--- src/hw/ctrlPkg.sv ---
package ctrlPkg;

    // controller FSM
    // one state per kind of transfer, IDLE between them
    typedef enum logic [1:0] {
        IDLE,
        RD_INST,
        RD_DATA,
        WR_DATA
    } ctrlStateT;

    // kind of a pending data request
    typedef enum logic {
        LOAD,
        STORE
    } accKindT;

endpackage

--- src/hw/memPkg.sv ---
package memPkg;

    // address space of the byte RAM
    localparam int ADDR_W = 16;
    localparam int RAM_DEPTH = 65536;

    // data path widths
    localparam int BYTE_W = 8;
    localparam int WORD_W = 32;

    // access length field, counted in bytes
    localparam int LEN_W = 3;

    // legal access lengths
    localparam int LEN_BYTE = 1;
    localparam int LEN_HALF = 2;
    localparam int LEN_WORD = 4;

    // byte address
    typedef logic [ADDR_W-1:0] addrT;

    // one RAM data byte
    typedef logic [BYTE_W-1:0] byteT;

    // instruction or data word
    typedef logic [WORD_W-1:0] wordT;

    // access length, also used as the byte stage counter
    typedef logic [LEN_W-1:0] lenT;

endpackage

--- src/hw/memCtrl.sv ---
`timescale 1ns/1ps

module memCtrl
    import memPkg::*;
    import ctrlPkg::*;
(
    input  logic    clk,
    input  logic    rst,

    // stall inputs
    input  logic    i_rdy,
    input  logic    i_ioFull,

    // pending slots from the holding block
    input  logic    i_ifPend,
    input  addrT    i_ifAddr,
    input  logic    i_dcPend,
    input  accKindT i_dcKind,
    input  lenT     i_dcLen,
    input  addrT    i_dcAddr,
    input  wordT    i_dcData,

    // RAM read data, one cycle after the address
    input  byteT    i_ramRData,

    output logic    o_ifTake,
    output logic    o_dcTake,

    // RAM port
    output addrT    o_ramAddr,
    output logic    o_ramWe,
    output byteT    o_ramWData,

    // results
    output logic    o_ifDone,
    output wordT    o_ifInst,
    output logic    o_dcDone,
    output wordT    o_dcData
);

    ctrlStateT state;
    lenT       stage;
    lenT       prevIdx;
    lenT       ramIdx;
    lenT       lenReg;
    addrT      addrReg;
    wordT      dataReg;
    wordT      asmReg;
    wordT      asmNext;
    logic      stall;
    logic      lastStage;
    logic      isRead;
    logic      acceptDc;
    logic      acceptIf;

    assign stall = !i_rdy || i_ioFull;
    assign isRead = (state == RD_INST) || (state == RD_DATA);

    // data before fetch
    assign acceptDc = (state == IDLE) && !stall && i_dcPend;
    assign acceptIf = (state == IDLE) && !stall && i_ifPend && !i_dcPend;

    assign o_dcTake = acceptDc;
    assign o_ifTake = acceptIf;

    assign prevIdx = stage - 1'b1;

    // while stalled the RAM re-reads the byte that is due next cycle
    assign ramIdx = (stall && stage != '0) ? prevIdx : stage;

    assign o_ramAddr  = addrReg + addrT'(ramIdx);
    assign o_ramWe    = (state == WR_DATA) && !stall;
    assign o_ramWData = byteT'(dataReg >> (BYTE_W * stage[1:0]));

    // reads need one extra stage for the last byte to come back
    always_comb begin
        if (state == WR_DATA) begin
            lastStage = (stage == lenReg - 1'b1);
        end else begin
            lastStage = (stage == lenReg);
        end
    end

    // byte addressed in the previous stage, little-endian position
    always_comb begin
        asmNext = asmReg;
        if (stage != '0) begin
            asmNext[BYTE_W*prevIdx[1:0] +: BYTE_W] = i_ramRData;
        end
    end

    always_ff @(posedge clk) begin
        if (rst) begin
            state    <= IDLE;
            stage    <= '0;
            o_ifDone <= 1'b0;
            o_dcDone <= 1'b0;
        end else begin
            o_ifDone <= 1'b0;
            o_dcDone <= 1'b0;
            if (!stall) begin
                case (state)
                    IDLE: begin
                        stage <= '0;
                        if (i_dcPend) begin
                            state <= (i_dcKind == STORE) ? WR_DATA : RD_DATA;
                        end else if (i_ifPend) begin
                            state <= RD_INST;
                        end
                    end
                    RD_INST, RD_DATA, WR_DATA: begin
                        if (lastStage) begin
                            state <= IDLE;
                            stage <= '0;
                            if (state == RD_INST) begin
                                o_ifDone <= 1'b1;
                            end else begin
                                o_dcDone <= 1'b1;
                            end
                        end else begin
                            stage <= stage + 1'b1;
                        end
                    end
                    default: begin
                        state <= IDLE;
                    end
                endcase
            end
        end
    end

    // latched request and assembly register
    always_ff @(posedge clk) begin
        if (acceptDc) begin
            addrReg <= i_dcAddr;
            lenReg  <= i_dcLen;
            dataReg <= i_dcData;
            asmReg  <= '0;
        end else if (acceptIf) begin
            addrReg <= i_ifAddr;
            lenReg  <= lenT'(LEN_WORD);
            asmReg  <= '0;
        end else if (!stall && isRead) begin
            asmReg <= asmNext;
        end

        // upper bytes stay zero on short loads
        if (!stall && lastStage && state == RD_INST) begin
            o_ifInst <= asmNext;
        end
        if (!stall && lastStage && state == RD_DATA) begin
            o_dcData <= asmNext;
        end
    end

    // a frozen stage must never see a write, so each write moves the store on
    a_writeAdvances: assert property (@(posedge clk) disable iff (rst)
        o_ramWe |=> (state == IDLE) || (stage == $past(stage) + 1'b1))
        else $error("RAM write without the store moving to the next byte");

    a_donePulse: assert property (@(posedge clk) disable iff (rst)
        (o_ifDone || o_dcDone) |=> !o_ifDone && !o_dcDone)
        else $error("done strobe held longer than one cycle");

endmodule

--- config.mk ---
export PLATFORM = sky130hd
export DESIGN_NAME = memCtrl
export DESIGN_NICKNAME = d
export VERILOG_FILES = /design/src/hw/ctrlPkg.sv /design/src/hw/memPkg.sv /design/src/hw/memCtrl.sv
export SDC_FILE = /design/constraint.sdc
export NUM_CORES = 1
export LEC_CHECK = 0
export ABC_AREA = 1
export BUFFER_PORTS_ARGS = -buffer_cell sky130_fd_sc_hd__buf_2
export CAP_MARGIN = 20
export CELL_PAD_IN_SITES_DETAIL_PLACEMENT = 2
export CELL_PAD_IN_SITES_GLOBAL_PLACEMENT = 2
export CORE_MARGIN = 2
export CORE_UTILIZATION = 35
export CTS_BUF_LIST = sky130_fd_sc_hd__clkbuf_2
export CTS_CLUSTER_DIAMETER = 60
export DETAILED_ROUTE_END_ITERATION = 8
export GPL_ROUTABILITY_DRIVEN = 0
export GPL_TIMING_DRIVEN = 0
export PLACE_DENSITY_LB_ADDON = 0.1
export SYNTH_ARGS = -nofsm -noshare
export SYNTH_HDL_FRONTEND = slang
export SYNTH_SLANG_ARGS = --single-unit
--- constraint.sdc ---
create_clock -name clk -period 4.5 [get_ports clk]
set_clock_uncertainty 0.05 [all_clocks]
set_input_delay 0.225 -clock clk [delete_from_list [all_inputs] [get_ports clk]]
set_output_delay 0.225 -clock clk [all_outputs]
set_load 0.02 [all_outputs]
[After elaboration in Yosys (flattened, before gate mapping)]
Index checks and enable logic that the tools add are counted.
Word-level totals
  register bits: 154
  input port bits: 82
  output and inout bits: 93
Operators by class
  add/subtract/negate cells: 5
  equal/unequal tests: 7
  shift-type cells: 3
  muxes and demuxes: 17
  bitwise logic cells: 3
  reductions and logical operators: 22
Operator list (number)
  negator 5 -> 34 bit: 1
  variable shift 8 x 34 -> 32 bit, first input constant: 1
  indexed part select 8 x 34 -> 32 bit: 1
  bitwise mux 32 bit: 1
  two-way mux 16 bit: 2
  two-way mux 32 bit: 1
  right shift 32 x 5 -> 8 bit: 1
  adder 16 x 3 -> 16 bit: 1
  two-way mux 3 bit: 4
  logical AND 1 bit: 10
  equality test 3 bit: 2
  two-way mux 2 bit: 3
  case mux 3 bit (2 select lines): 1
  subtractor 3 x 1 -> 3 bit, second input constant: 2
  equality test 2 bit, second input constant: 2
  two-way mux 1 bit: 4
  case mux 2 bit (2 select lines): 1
  OR reduction 4 bit: 1
  adder 3 x 1 -> 3 bit, second input constant: 1
  logical NOT 1 bit: 3
  != test 3 bit, second input constant: 1
  NOT 1 bit: 3
  AND reduction 3 bit: 1
  nonzero test 3 bit: 1
  7 further kinds: 8

[Depth between registers and ports, before layout]
  word-level depth: 8
  mapped depth: 19
  mapped depth without buffers: 17

[Worst setup path before layout]
No wires, ideal clock.
  kind: register to output
  start point: reg stage[0]
  end point: out o_ramAddr[12]
  arrival time: 3033 ps
  setup slack: 1192 ps
  stages on the path, launching flop included: 20
  path through: dfxtp_1 > inv_2 > buf_2 > buf_2 > ha_1 > inv_2 > nor2_4 > inv_1 > nand2_1 > xor2_1 > inv_1 > ha_1 > fa_1 > nand2_1 > a21oi_2 > nand2_2 > nor2_4 > nand3_2 > nor2_1 > xor2_1
Between the ends
  longest elaborated chain between the ends: 4
RTL lines
  from (decl): line memCtrl.sv:42  | lenT stage;
  from (signal assigned): line memCtrl.sv:121  | stage <= stage + 1'b1;
  branches (longest 2 deep; another with subtractor 3 x 1 -> 3 bit)
  two-way mux 3 bit *: line memCtrl.sv:69  | assign ramIdx = (stall && stage != '0) ? prevIdx : stage;
  adder 16 x 3 -> 16 bit *: line memCtrl.sv:71  | assign o_ramAddr = addrReg + addrT'(ramIdx);
  to (decl): line memCtrl.sv:30  | output addrT o_ramAddr,
Mark *: on every way between the ends.

[Worst setup path after layout]
Same ends and word-level chain as after synthesis.

==> flow_summary.toml <==
[synthesis]
postSynthCellCount = 656
mappedNetlistArea_mm2 = 0.00700
synth_nets = 755
synthesis.yosys.warnings = 0
number_of_flops_mapped_to_enable_cells_by_yosys = 115
synth_seq_cells = 154
ys.flop_type = "sky130_fd_sc_hd__edfxtp_1"
synth_cell_type_count = 38
post_synth.cell_area_avg_um2 = 10.7
synth_sequential_area_ratio_pct = 60.5
async_reset_ff_share_pct = 0

[critical_path]
reg2reg_depth = 11
crit_path_top_delay_cell = "sky130_fd_sc_hd__dfxtp_2"
cp-start-kind = "register"
cp-startpoint = "stage[0]"
worstPathCellList = "inv_4 -> buf_6 -> ha_1 -> inv_2 -> nor2_4 -> inv_1 -> nand2_1 -> xor2_1 -> inv_1 -> ha_1 -> fa_1 -> nand2_1 -> a21oi_2 -> nand2_2 -> nor2_4 -> nand3_2 -> nor2_1 -> xor2_1 -> buf_2"
cpPeakStageDelay_ns = 0.47
critical_path.max_fanout = 17
r2r_start = "stage[1]"
worstSetupEndpointType = "primary output"
setup.worst_path.class = "reg -> out"
cp_data_arrival_time_ns = 3.86
crit_required_ns = 4.22

[global_routing]
grtUsageTotal_pct = 22.8
antenna_found_initial = 1
grt_max_degree = 43
vias_in_the_first_global_route = 6885
global_route.overflow_total = 0
grtUsageMet2_pct = 44.4
grt-busiest-layer = "met2"
grt_first_pass_wirelength_um = 37400
met3_usage_pct = 5.05
grtUsageMet1_pct = 24.9

[job]
drv.max_cap_violation_count = 0

[route]
detailedRoute.firstPassIterationCount = 4
via_density = 4.84
drt-initial-drc-count = 174
detail_route.drc_violations = 0
routed_wl_um = 23800
avgRoutedWirePerCell_um = 19.6
routed-via-count = 5883
antenna_violating_nets_post_route = 0

[timing]
worst_slack_ns = 0.361
report.final.hold_viol_count = 0
finalMaxSlewViolations = 0
setup_viol = 0
setup-tns-final_ns = 0
timing.final.crit_share_pct = 92.0
min_period_ns = 4.14
rsz_0062_raised_after_global_routing = "false"
worst_slew_margin_rel_pct = 37.9
tightestPinTransition_ns = 0.931
max_frequency_ghz = 0.242

[place]
dp_worst_setup_slack_ns = 0.575
placed_area_mm2 = 0.00826
buffer_ports.inserted = 174
place_hpwl_um = 15900
placed_cells = 1097

[cts]
cts.sinks = 154
clock_root_buffer = "sky130_fd_sc_hd__clkbuf_2"
cts_max_level = 4
cts-root-to-sink-buffers = 2
path_clk_slew_ns = 0.21
worstSkewPairLatency_ns = 0.73
cts_tree = "yes"
numCtsBuffers = 17

[floorplan]
floorplan.initialDensity_pct = 35.9
dieWidth_um = 145
num_rows = 51
floorplan.core_area_mm2 = 0.0195
die_area_mm2 = 0.0212
design.portCount = 175
dieHeight_um = 145

[min_path]
hold_path_class = "in -> reg"
worst_hold_path.num_cells = 6
holdCritStartpoint = "i_ifPend"

[cells_and_area]
nets = 1035
area_taken_by_multi_input_logic_gates_mm2 = 0.00221
finalNonFillerCells = 1215
final_common_cell = "sky130_fd_sc_hd__buf_2"
area.growth.synth_to_final_pct = 33.6
fillerInstances = 2103
most-common-layout-cells = "186 x sky130_fd_sc_hd__buf_2, 115 x sky130_fd_sc_hd__edfxtp_1, 102 x sky130_fd_sc_hd__nand2_1, 98 x sky130_fd_sc_hd__inv_1, 83 x sky130_fd_sc_hd__dlygate4sd3_1"
stdcell_area_mm2 = 0.00935
ff_latch_area_mm2 = 0.00424
drive_above_1_share_pct = 31.9

[pwr]
power_frac_clock_pct = 24.0
pwr-share-comb_pct = 22.6
power.internal_mw = 2.22
power_switching_share_pct = 31.2
power_switching_mw = 1.01
sequential_share_of_power_pct = 53.4
p_leak_nw = 4.10
power_density_mw_per_mm2 = 345
vdd_ir_drop_max_mv = 0.159

[status]
status = "finished clean"
==> power by group through the flow <==
stage | combinational [mW] | clock [mW] | sequential (mW)
after floorplan | 0.435 | 0 | 1.74
after global placement | 0.584 | 0 | 1.74
after detailed placement | 0.648 | 0 | 1.75
after CTS | 0.720 | 0.780 | 1.72
after global routing | 0.806 | 0.843 | 1.73
final | 0.729 | 0.774 | 1.72
==> per-layer routing <==
layer  wire length [um]  share of wire (%)  vias up
li1                   -                  -     2755
met2              13200                 56      144
met3                984                4.1       30
met1               9190                 39     2954
met5                  0                  0        -
met4                341                1.4        0
==> repair_timing <==
item	CTS	global route
setup buffers	1	3
endpoints found under the setup margin	11	11
hold buffers	83	0
endpoints found under the hold margin	94	0
pin swaps	1	0
gates resized for setup	2	5
==> metrics by stage <==
stage	hold WS (ns)	util [%]	total power [mW]
after global placement	0.354	42.0	2.33
after floorplan	0.274	-	2.17
after CTS	0.0281	47.7	3.22
after global routing	0.0517	47.9	3.38
after detailed placement	0.353	42.3	2.40
final	0.0878	47.9	3.22
==> logic make-up after synthesis <==
group | count (synthesis) | share of synthesized area (%)
DFF | 154 | 60.5
adders and majority gates | 17 | 3.14
and+or+nand+nor | 209 | 14.2
xor gates and xnor gates | 16 | 2.00
AOI/OAI and AO/OA | 128 | 12.1
buffers and inverters | 132 | 8.15
==> layout make-up <==
class / instances / share of cell area [%]
Clock inverter: 12 / 1.34
Multi-Input combinational cell: 370 / 23.7
Buffer: 24 / 1.82
Sequential cell: 154 / 45.3
Antenna cell: 1 / 0.0268
Clock buffer: 20 / 1.07
Tap cell: 265 / 3.54
Inverter: 106 / 4.32
Timing Repair Buffer: 263 / 18.9
==> flip-flops by register name, indices dropped and copies added, names as in the netlist <==
name	count
stage	3
state	2
o_dcData	32
o_ifDone	1
o_dcDone	1
lenReg	3
o_ifInst	32
dataReg	32
addrReg	16
asmReg	32
==> cell usage after synthesis, drive strengths merged, types with 2 or more instances <==
cell type | number | area (um2)
ha | 16 | 200
dfxtp | 39 | 781
nand3 | 13 | 80.1
inv | 106 | 398
a21oi | 44 | 265
or2 | 2 | 12.5
buf | 21 | 153
a211oi | 8 | 90.1
nand4 | 17 | 131
nor2 | 56 | 283
edfxtp | 115 | 3450
clkbuf | 5 | 20.0
xor2 | 12 | 105
nand2 | 106 | 408
o21ai | 67 | 433
nor3 | 13 | 65.1
xnor2 | 4 | 35.0
o22ai | 8 | 50.1
==> critical path: cells and delay by family, from the launching register on <==
family,cells,cell delay (ns)
flops,1,0.47
xor+xnor,2,0.36
compound gates,1,0.18
simple gates,7,0.75
fa+ha+maj,3,0.64
buf+inv,6,0.75
==> worst paths after layout <==
check / endpoint / slack [ns]
worst max-delay path: o_ramAddr[12] / 0.36
worst min-delay path: asmReg[1] / 0.09
worst max register to register: state[1] / 1.59
worst min register to register: asmReg[24] / 0.46
(Power assumes the default switching activity.)
