## config.mk

```make
export PLATFORM = sky130hd
export DESIGN_NAME = reqHold
export DESIGN_NICKNAME = d
export VERILOG_FILES = /design/src/hw/ctrlPkg.sv /design/src/hw/memPkg.sv /design/src/hw/reqHold.sv
export SDC_FILE = /design/constraint.sdc
export NUM_CORES = 1
export LEC_CHECK = 0
export BUFFER_PORTS_ARGS = -buffer_cell sky130_fd_sc_hd__buf_2
export CORE_ASPECT_RATIO = 1.25
export CORE_UTILIZATION = 38
export CTS_BUF_LIST = sky130_fd_sc_hd__clkbuf_8
export CTS_CLUSTER_DIAMETER = 30
export DETAILED_ROUTE_END_ITERATION = 10
export PLACE_DENSITY = 0.83
export SYNTH_ARGS = -nofsm -noshare
export SYNTH_HDL_FRONTEND = slang
export SYNTH_SLANG_ARGS = --single-unit
```

## constraint.sdc

```tcl
create_clock -name clk -period 0.8 [get_ports clk]
set_input_delay 0.16 -clock clk [delete_from_list [all_inputs] [get_ports clk]]
set_output_delay 0.16 -clock clk [all_outputs]
set_load 0.03 [all_outputs]
```

## src/hw/ctrlPkg.sv

```systemverilog
package ctrlPkg;

    // controller FSM
    // one state per kind of transfer, IDLE between them
    typedef enum logic [1:0] {
        IDLE,
        RD_INST,
        RD_DATA,
        WR_DATA
    } ctrlStateT;

    // kind of a pending data request
    typedef enum logic {
        LOAD,
        STORE
    } accKindT;

endpackage

```

## src/hw/memPkg.sv

```systemverilog
package memPkg;

    // address space of the byte RAM
    localparam int ADDR_W = 16;
    localparam int RAM_DEPTH = 65536;

    // data path widths
    localparam int BYTE_W = 8;
    localparam int WORD_W = 32;

    // access length field, counted in bytes
    localparam int LEN_W = 3;

    // legal access lengths
    localparam int LEN_BYTE = 1;
    localparam int LEN_HALF = 2;
    localparam int LEN_WORD = 4;

    // byte address
    typedef logic [ADDR_W-1:0] addrT;

    // one RAM data byte
    typedef logic [BYTE_W-1:0] byteT;

    // instruction or data word
    typedef logic [WORD_W-1:0] wordT;

    // access length, also used as the byte stage counter
    typedef logic [LEN_W-1:0] lenT;

endpackage

```

## src/hw/reqHold.sv

```systemverilog
`timescale 1ns/1ps

module reqHold
    import memPkg::*;
    import ctrlPkg::*;
(
    input  logic    clk,
    input  logic    rst,

    // fetch strobe
    input  logic    i_ifEn,
    input  addrT    i_ifAddr,

    // data strobe
    input  logic    i_dcEn,
    input  logic    i_dcStore,
    input  lenT     i_dcLen,
    input  addrT    i_dcAddr,
    input  wordT    i_dcData,

    // acceptance from the controller
    input  logic    i_ifTake,
    input  logic    i_dcTake,

    // pending fetch slot
    output logic    o_ifPend,
    output addrT    o_ifAddr,

    // pending data slot
    output logic    o_dcPend,
    output accKindT o_dcKind,
    output lenT     o_dcLen,
    output addrT    o_dcAddr,
    output wordT    o_dcData
);

    always_ff @(posedge clk) begin
        if (rst) begin
            o_ifPend <= 1'b0;
            o_dcPend <= 1'b0;
        end else begin
            if (i_ifEn) begin
                o_ifPend <= 1'b1;
            end else if (i_ifTake) begin
                o_ifPend <= 1'b0;
            end

            if (i_dcEn) begin
                o_dcPend <= 1'b1;
            end else if (i_dcTake) begin
                o_dcPend <= 1'b0;
            end
        end
    end

    // fields are only sampled in the strobe cycle
    always_ff @(posedge clk) begin
        if (i_ifEn) begin
            o_ifAddr <= i_ifAddr;
        end
        if (i_dcEn) begin
            o_dcKind <= i_dcStore ? STORE : LOAD;
            o_dcLen  <= i_dcLen;
            o_dcAddr <= i_dcAddr;
            o_dcData <= i_dcData;
        end
    end

    // one outstanding request per requester
    a_ifNoRestrobe: assert property (@(posedge clk) disable iff (rst)
        i_ifEn |-> !o_ifPend)
        else $error("fetch strobe while a fetch is still pending");

    a_dcNoRestrobe: assert property (@(posedge clk) disable iff (rst)
        i_dcEn |-> !o_dcPend)
        else $error("data strobe while a data request is still pending");

    a_dcLenLegal: assert property (@(posedge clk) disable iff (rst)
        i_dcEn |-> (i_dcLen == lenT'(LEN_BYTE) || i_dcLen == lenT'(LEN_HALF)
                    || i_dcLen == lenT'(LEN_WORD)))
        else $error("illegal data access length %0d", i_dcLen);

endmodule

```

### After elaboration in Yosys (flattened, before gate mapping)

Index checks and enable logic that the tools add are counted.

* register bits: 70
* input bits: 74
* output and inout bits: 70
* logic and storage cells: 14

* multiplexer cells: 5
* reduce and logical (&&, ||, !) cells: 2

Operators by type and width (number)
* two-way mux 1 bit: 5
* nonzero test 2 bit: 2

### Depth between registers and ports, before layout

Gate-level depths: netlist (run 1).

* depth after elaboration: 2
* depth in mapped cells: 2
* mapped depth without buffers: 2

### Worst setup path before layout (run 1)

Ideal clock, no wire load.

* path kind: flip-flop to flip-flop
* start: register o_dcPend (netlist name)
* end: register o_dcPend
* library setup time: 0.070 ns
* arrival time: 0.686 ns
* data required time: 0.730 ns
* path slack: 0.044 ns
* cell stages (with the launch flop): 3
* path buffers: 0
* clock period less this slack: 0.756 ns
* cells stage by stage: dfxtp_1 nand2b_1 a21oi_1

RTL lines
* to (signal assigned): RTL line reqHold.sv:40 `o_dcPend <= 1'b0;`
* to (signal assigned): RTL line reqHold.sv:49 `o_dcPend <= 1'b1;`
* to (signal assigned): RTL line reqHold.sv:51 `o_dcPend <= 1'b0;`
* to (decl): RTL line reqHold.sv:30 `output logic o_dcPend,`

### Worst setup path in the final report (run 1)

* start: register o_dcAddr[6]
* end: output o_dcAddr[6]

RTL lines
* from (decl): RTL line reqHold.sv:33 `output addrT o_dcAddr,`
* from (signal assigned): RTL line reqHold.sv:64 `o_dcAddr <= i_dcAddr;`

No word-level cell between the ends.

==> results of run 1 <==
## cells in the mapped netlist
library cell,instances
inv_1,2
nand2b_1,2
a21oi_1,2
edfxtp_1,68
dfxtp_1,2
## power by group through the flow
stage	combinational, mW	sequential (mW)	clock, mW
CTS	1.68	4.48	3.69
finish	1.77	4.50	3.70
detailed placement	1.14	4.48	0
floorplan	0.00788	5.09	0
global placement	1.12	4.47	0
global route	1.85	4.52	3.87
## stage by stage
step | TNS [ns] | total power [mW]
after floorplan | 0 | 5.10
after global placement | -0.297 | 5.59
after detailed placement | -1.37 | 5.62
after CTS | -16.94 | 9.85
after global routing | -18.88 | 10.2
final | -17.06 | 9.96
## cell type report
cell class / count / area, µm²
clock inverter: 7 / 136
fill: 271 / 1070
multi-input combinational: 4 / 33.8
timing repair buffer: 213 / 1870
clock buffer: 9 / 124
sequential: 70 / 2080
tap: 64 / 80.1
inverter: 2 / 7.51
## what timing repair did
item                                   4_1_cts  5_1_grt
setup endpoints to repair                   70       70
hold buffers                                58        6
cloned                                       0        0
endpoints found under the hold margin       59        6
gates resized for setup                    142        3
setup buffers                                1        2
pin swaps                                    0        1
## cells by family after synthesis
group | Yosys count
DFF | 70
and+or+nand+nor | 2
AOI/OAI and AO/OA | 2
buffers and inverters | 2
## path summary, 6_finish.rpt
| kind | endpoint | slack, ns | cells past startpoint |
|---|---|---|---|
| hold / removal | o_dcData[26] | 0.006 | 1 |
| setup reg to reg | o_ifPend | -0.02 | 3 |
| hold reg to reg | o_ifPend | 0.67 | 3 |
| setup / recovery | o_dcAddr[6] | -0.30 | 1 |
## flip-flops by register name (all words and copies together), names as in the netlist
| signal | cells |
|---|---|
| o_dcPend | 1 |
| o_ifAddr | 16 |
| o_ifPend | 1 |
| o_dcKind | 1 |
| o_dcAddr | 16 |
| o_dcLen | 3 |
| o_dcData | 32 |
## layer usage
metal	vias up	wire, µm	GRT usage [%]
li1	748	-	-
met1	793	2290	22.8
met2	107	3700	40.3
met3	16	610	8.87
met4	0	162	10.4
met5	-	0	0
==> run metrics, run 1 <==
IO Count=144; Cell Area, Synth=2110 µm²; Die Span Y=85.4 µm; CTS Buffer Depth=2; status=finished, violations left; fin crit share=137%; Synth Area in Adders=0%; 1st-iter DRT viols=94; drc violations=0; unrepaired setup endpoints after global routing=yes; Via Count=1664; number of inserted diodes=0; Critical Path Source Type=flop; Worst Path Required=0.64 ns; antenna-violating nets left=0; syn_nets=150; Pwr Density=2300 nW/µm²; Port Buf Inserts=143; Die Span X=68.7 µm; Yosys Warn Count=0; Fin. Hold Viols=0; vias in the first global route=1796; Core Footprint=5410 µm²; Avg Cell Area, Syn=27.8 µm²; Max Fclk=0.911 GHz; commonest cells after routing, fill and taps aside=buf_2, buf_6, edfxtp_1; Detailed Routing Iterations Pass 1=6; Crit path max-delay family=flip-flops; Worst path max stage delay=0.43 ns; clk root buf=clkbuf_8; Critical Path Start=o_dcAddr[6]; placed insts=286; crit-path cells=buf_6; violated checks=negative setup slack; setup violators final=71; post-synthesis sequential area ratio=98.6%; hold path start=i_dcData[26]; Clock power frac=37.1%; WS Path Type=reg -> out; post-route insts no fill=369; Rel. slew slack=73.7%; CTS tree=built; via-per-instance ratio=4.51; area share of the largest cell type after synthesis=96.7%; final slew viol count=0; hold crit path type=in -> reg; Final nets=374; largest family of logic cells by synthesized area=simple AND/OR/NAND/NOR gates; Flop pwr share=45.1%; worst slack, placed=-0.0520 ns; Clock Latency Late Sink=0.34 ns; post-route design area=4330 µm²; share of layout cells above drive strength 1=55.1%; P_sw=2.37 mW; CP Buf/Inv Count=1; synth top area cells=edfxtp_1, dfxtp_1, nand2b_1; clk slew on worst S/H paths=0.08 ns; cts bufs inserted=9; DP Area=2960 µm²; Global Route Usage Sum=22.9%; LEAKAGE=1.85 nW; combinational fraction of design power=17.7%; maximum VDD drop=2.04 mV; worst-case clock skew=0 ns; Synth Area in Simple Gates=0.592%; post-synthesis instance total=76; initial antenna violation count=0; CTS HTree Levels=3; element type at the critical path end=output pin; fin crit period=1.10 ns; drt total wl=6770 µm; worst-margin pin slew=0.395 ns; Reg2Reg Launch Point=o_ifPend; CP max FO=1; compound-cell area share of the yosys netlist=0.474%; area delta synth->final=105%; most common cell after layout, fill and taps aside=buf_2; total of max-cap violations=0; worst hold slack=0.00561 ns; Yosys top cell by area=edfxtp_1; CTS Sinks=70; Sw Ratio=23.8%; Worst Setup Slack, final=-0.297 ns; Synth cell types=5; final core utilization=80.2%; Post-Synth XOR/XNOR Area=0%; multiplexer area fraction after synthesis=0%; CP max-delay cell=edfxtp_1; Worst EP arrival=0.94 ns; gr ovfl total=0; internal power=7.59 mW; gpl congestion=0.786; number of synthesized register bits=70; routed len/inst=18.3 µm; starting density of the core=39.1%; first-pass GRT wire length=8910 µm; Die ar.=5860 µm²; FP Rows=30; pin count of the biggest net entering global routing=25
Power figures use the tool's default switching activity.
==> run 2, diff against run 1 <==
--- a/config.mk
+++ b/config.mk
@@ -7,11 +7,11 @@
 export LEC_CHECK = 0
 export BUFFER_PORTS_ARGS = -buffer_cell sky130_fd_sc_hd__buf_2
 export CORE_ASPECT_RATIO = 1.25
-export CORE_UTILIZATION = 38
+export CORE_UTILIZATION = 42
 export CTS_BUF_LIST = sky130_fd_sc_hd__clkbuf_8
 export CTS_CLUSTER_DIAMETER = 30
 export DETAILED_ROUTE_END_ITERATION = 10
-export PLACE_DENSITY = 0.83
+export PLACE_DENSITY = 0.87
 export SYNTH_ARGS = -nofsm -noshare
 export SYNTH_HDL_FRONTEND = slang
 export SYNTH_SLANG_ARGS = --single-unit
==> constraint.sdc (replaced) <==
create_clock -name clk -period 1.2 [get_ports clk]
set_input_delay 0.24 -clock clk [delete_from_list [all_inputs] [get_ports clk]]
set_output_delay 0.24 -clock clk [all_outputs]
set_load 0.03 [all_outputs]
==> run 2 against run 1 <==
Effect of this change:
- the run now ends clean
- sequential cell count unchanged
- first-iteration DRC count down 45%
- clock-buffer cell count unchanged
- clock power down 61%
- combinational power down 58%
- setup slack better by 0.35 ns
- core utilization down 16 points
- wire length down 39%
- register-to-register slack better by 0.60 ns
- sequential share of layout area up 19 points
- highest routed layer is now met5
==> run metrics, run 2 (synthesis gave the netlist of run 1 again) <==
M1 GR Usage=14.2% (-8.6 points); clk root buf=clkbuf_8; CTS Sinks=70 (unchanged); share of layout cells above drive strength 1=66.4% (+11 points); crit-path cells=buf_2; worst-margin pin slew=0.352 ns (-0.0430 ns); hold crit path type=in -> reg; drt total wl=4160 µm (-39%); CTS tree=built; Largest Register=o_dcData; element type at the critical path end=output pin; Setup TNS=0 ns (+17.06 ns); pin count of the biggest net entering global routing=30 (+20%); via-per-instance ratio=4.38 (-3.0%); met3 usage in global routing=11.9% (+3.1 points); setup violators final=0 (-100%); unrepaired setup endpoints after global routing=no; GR Util met2=27.8% (-12 points); total of max-cap violations=0 (unchanged); initial antenna violation count=1 (+1); gpl congestion=0.768 (-2.3%); antenna-violating nets left=0 (unchanged); drc violations=0 (unchanged); first-pass GRT wire length=5810 µm (-35%); Final nets=306 (-18%); worst-case clock skew=0 ns (unchanged); final slew viol count=0 (unchanged); most common cell after layout, fill and taps aside=buf_2; Pwr Density=1660 nW/µm² (-28%); Worst path max stage delay=0.39 ns (-0.04 ns); Worst EP arrival=0.91 ns (-0.03 ns); status=finished clean; cts bufs inserted=9 (unchanged); CP Buf/Inv Count=1 (unchanged); grt peak-use layer=met2; starting density of the core=44.0% (+4.9 points); vias in the first global route=1275 (-29%); post-route insts no fill=295 (-20%); fin crit share=95.4%; placed insts=281 (-1.7%); fin crit period=1.15 ns; Detailed Routing Iterations Pass 1=2 (-4); LEAKAGE=1.37 nW (-26%); Crit path max-delay family=flip-flops; R2R cell count=2 (-1); CTS Buffer Depth=2 (unchanged); Top Registers=o_dcData: 32 flops, o_dcAddr: 16 flops, o_ifAddr: 16 flops; Worst Path Required=0.96 ns (+0.32 ns); IO Count=144 (unchanged); commonest cells after routing, fill and taps aside=buf_2, edfxtp_1, clkbuf_8; max reg flops=32 (unchanged); CP max FO=1 (unchanged); gr ovfl total=0 (unchanged); 1st-iter DRT viols=52 (-45%); postcts setup bufs=0 (-1); FP Rows=28 (-6.7%); Rel. slew slack=76.6% (+2.9 points); Clock Latency Late Sink=0.32 ns (-0.02 ns); Port Buf Inserts=143 (unchanged); CP max-delay cell=edfxtp_1; number of inserted diodes=0 (unchanged); Max Fclk=0.873 GHz; Core Footprint=4800 µm² (-11%); Critical Path Source Type=flop; Hold Path Stages=2 (+1); maximum VDD drop=1.42 mV (-30%); routed len/inst=14.1 µm (-23%); Die ar.=5320 µm² (-9.3%); Die Span X=65.4 µm (-4.7%); area delta synth->final=46.2%; CTS HTree Levels=3 (unchanged); Fin. Hold Viols=0 (unchanged); Via Count=1291 (-22%); CTS Hold Buffers Added=0 (-100%); Die Span Y=81.3 µm (-4.8%); clk slew on worst S/H paths=0.06 ns (-0.02 ns); Global Route Usage Sum=16.3% (-6.6 points); WS Path Type=reg -> out; post-DP HPWL=3170 µm; CP Depth=1 (unchanged); # resized after CTS=0 (-100%); worst hold slack=0.0842 ns (+0.0786 ns)
## run 2: changes by cell type in the layout (fill, tap and decap cells not counted), moves of 3 or more
cell           delta
buf_6            -71
bufinv_16         -4
dlygate4sd3_1    -64
buf_4             -3
buf_2            +70
## run 2: stage by stage
step                worst slack (ns)  util (%)  instance area (µm²)  power [mW]
floorplan                      0.444         -                 2110        3.40
global placement               0.316      61.3                 2940        3.72
detailed placement             0.297      61.3                 2940        3.74
CTS                           0.0421      64.3                 3090        5.19
global route                 0.00867      64.3                 3090        5.34
finish                        0.0548      64.3                 3090        5.13
## run 2: area by class of cell
type	instances	area, µm²
flip-flops and latches	70	2080
fillers	344	1710
repair buffers	145	756
clock buffers	9	124
well taps	60	75.1
multi-input cells	4	22.5
clock inverters	5	21.3
inverters	2	7.51
## run 2: per-layer routing
layer,part of all wire [%],wire [µm]
met3,13,544
met2,53,2190
met5,0.31,13
met1,32,1330
met4,1.8,76
## run 2: path summary, 6_finish.rpt
check / from / endpoint / slack [ns]
worst min register to register: o_dcPend / o_dcPend / 0.48
worst max-delay path: o_dcData[15] / o_dcData[15] / 0.05
worst max register to register: o_ifPend / o_ifPend / 0.58
worst min-delay path: rst / o_dcPend / 0.08
## run 2: power breakdown
| part | switching, mW | total, mW | internal (mW) | leakage (nW) |
|---|---|---|---|---|
| logic | 0.526 | 0.747 | 0.221 | 0.600 |
| registers | 0.0445 | 2.94 | 2.89 | 0.682 |
| clock network | 0.745 | 1.44 | 0.696 | 0.0848 |
==> run 3, diff against run 2 <==
==> constraint.sdc (replaced) <==
create_clock -name clk -period 1.2 [get_ports clk]
set_input_delay 0.24 -clock clk [delete_from_list [all_inputs] [get_ports clk]]
set_output_delay 0.24 -clock clk [all_outputs]
set_load 0.1 [all_outputs]
==> run 3 against run 2 <==
Effect of this change:
- the flow now finishes with violations (negative setup slack)
- sequential share of layout area down 17 points
- register-to-register slack worse by 0.06 ns
- die area unchanged
- worst hold slack worse by 0.011 ns
- via count up 7.1%
- wire length up 34%
- combinational power rose to 3.1 times the previous value
- highest routed layer is now met4
==> run metrics, run 3 (synthesis gave the netlist of run 1 again) <==
status=finished, violations left; violated checks=negative setup slack; Rel. slew slack=74.1% (-2.4 points); commonest cells after routing, fill and taps aside=buf_2, buf_12, edfxtp_1; IO Count=144 (unchanged); met3 usage in global routing=14.2% (+2.2 points); drc violations=0 (unchanged); GR Util met2=36.9% (+9.1 points); antenna-violating nets left=0 (unchanged); setup violators final=7 (+7); initial antenna violation count=0 (-1); Top Registers=o_dcData: 32 flops, o_dcAddr: 16 flops, o_ifAddr: 16 flops; CP max FO=1 (unchanged); Final nets=305 (-0.33%); CTS tree=built; worst-case clock skew=0 ns (unchanged); LEAKAGE=1.75 nW (+28%); R2R cell count=2 (unchanged); vias in the first global route=1509 (+18%); element type at the critical path end=output pin; gr ovfl total=0 (unchanged); worst-margin pin slew=0.388 ns (+0.0362 ns); fillers=183 (-47%); Worst path max stage delay=0.44 ns (+0.05 ns); Worst Setup Slack, final=-0.0176 ns (-0.0724 ns); cts bufs inserted=9 (unchanged); share of layout cells above drive strength 1=66.1% (-0.28 points); Setup TNS=-0.0639 ns (-0.0639 ns); Global Route Usage Sum=22.2% (+5.9 points); CP max-delay cell=edfxtp_1; hold crit path type=in -> reg; maximum VDD drop=1.31 mV (-8.0%); gpl congestion=0.717 (-6.6%); number of inserted diodes=0 (unchanged); Via Count=1383 (+7.1%); CTS Buffer Depth=2 (unchanged); drt total wl=5570 µm (+34%); Die ar.=5320 µm² (unchanged); CP Depth=1 (unchanged); Detailed Routing Iterations Pass 1=6 (+4); starting density of the core=44.0% (unchanged); Critical Path Source Type=flop; Max Fclk=0.821 GHz (-5.9%); Hold Path Stages=2 (unchanged); total of max-cap violations=0 (unchanged); WS Path Type=reg -> out; M1 GR Usage=19.1% (+4.9 points); FP Rows=28 (unchanged); Core Footprint=4800 µm² (unchanged); Largest Register=o_dcData; final slew viol count=0 (unchanged); Port Buf Inserts=143 (unchanged); Fin. Hold Viols=0 (unchanged); 1st-iter DRT viols=44 (-15%); max reg flops=32 (unchanged); first-pass GRT wire length=7810 µm (+34%); Worst Path Required=0.96 ns (about the same); CP Buf/Inv Count=1 (unchanged); pin count of the biggest net entering global routing=54 (+80%); CTS HTree Levels=3 (unchanged); routed len/inst=18.8 µm (+34%); unrepaired setup endpoints after global routing=yes; Clock Latency Late Sink=0.33 ns (about the same); DP Area=3980 µm² (+35%); area delta synth->final=95.4%; Crit path max-delay family=flip-flops; Die Span X=65.4 µm (unchanged); via-per-instance ratio=4.67 (+6.8%); clk root buf=clkbuf_8; fin crit period=1.22 ns (+0.0724 ns); post-route design area=4130 µm² (+34%); Die Span Y=81.3 µm (unchanged); CTS Sinks=70 (unchanged); Worst EP arrival=0.98 ns (+0.07 ns); grt peak-use layer=met2; crit-path cells=buf_12; Pwr Density=1660 nW/µm² (+0.15%); clk slew on worst S/H paths=0.07 ns (about the same); most common cell after layout, fill and taps aside=buf_2; fin crit share=101% (+6.0 points); postcts setup bufs=0 (unchanged)
==> run 3: cell count changes in the layout (fill, tap and decap cells not counted) <==
cell      delta
inv_1        +3
buf_2       -70
dfxtp_2      +2
dfxtp_1      -2
buf_12      +69
clkinv_2     -1
==> run 3: through the flow <==
| step | worst slack, ns | hold WS, ns | power, mW | std cells | util, % |
|---|---|---|---|---|---|
| detailed placement | 0.251 | 0.415 | 5.43 | 280 | 82.8 |
| global placement | 0.259 | 0.412 | 5.39 | 280 | 82.8 |
| floorplan | 0.0560 | 0.302 | 4.38 | 76 | - |
| finish | -0.0176 | 0.0730 | 6.86 | 296 | 86.0 |
| global route | -0.0484 | 0.0575 | 7.03 | 296 | 86.0 |
| CTS | -0.0430 | 0.0592 | 6.92 | 296 | 86.0 |
==> run 3: repair_timing <==
action | 4_1_cts | 5_1_grt
setup endpoints to repair | 30 | 52
resized for setup | 0 | 0
hold buffers | 0 | 0
==> run 3: path summary, 6_finish.rpt <==
kind / start / end / slack (ns)
setup / recovery: o_dcData[9] / o_dcData[9] / -0.02
hold reg to reg: o_dcPend / o_dcPend / 0.51
setup reg to reg: o_ifPend / o_ifPend / 0.52
hold / removal: rst / o_dcPend / 0.07
==> run 3: final cells by class <==
class / instances / area, µm² / area share (%)
timing repair buffer: 144 / 1790 / 43.3
clock inverter: 7 / 27.5 / 0.667
clock buffer: 9 / 124 / 3.00
multi-input combinational: 4 / 22.5 / 0.546
inverter: 2 / 7.51 / 0.182
sequential: 70 / 2080 / 50.5
tap: 60 / 75.1 / 1.82
==> run 3: power breakdown <==
part	switching (mW)	leakage [nW]	total (mW)	internal, mW
clock	0.775	0.0968	1.48	0.702
combinational	1.54	0.970	2.32	0.779
sequential	0.161	0.683	3.07	2.91
total	2.47	1.75	6.86	4.39
==> run 3: routing by layer <==
layer	vias up	part of all wire (%)
met5	-	0
met3	21	14
met1	631	30
li1	611	-
met2	120	52
met4	0	4.3
==> run 3: worst reg2reg max path, delay by kind of cell (launching register included) <==
family,cells,cell delay [ns]
flops,1,0.37
compound gates,1,0.16
simple gates,1,0.08
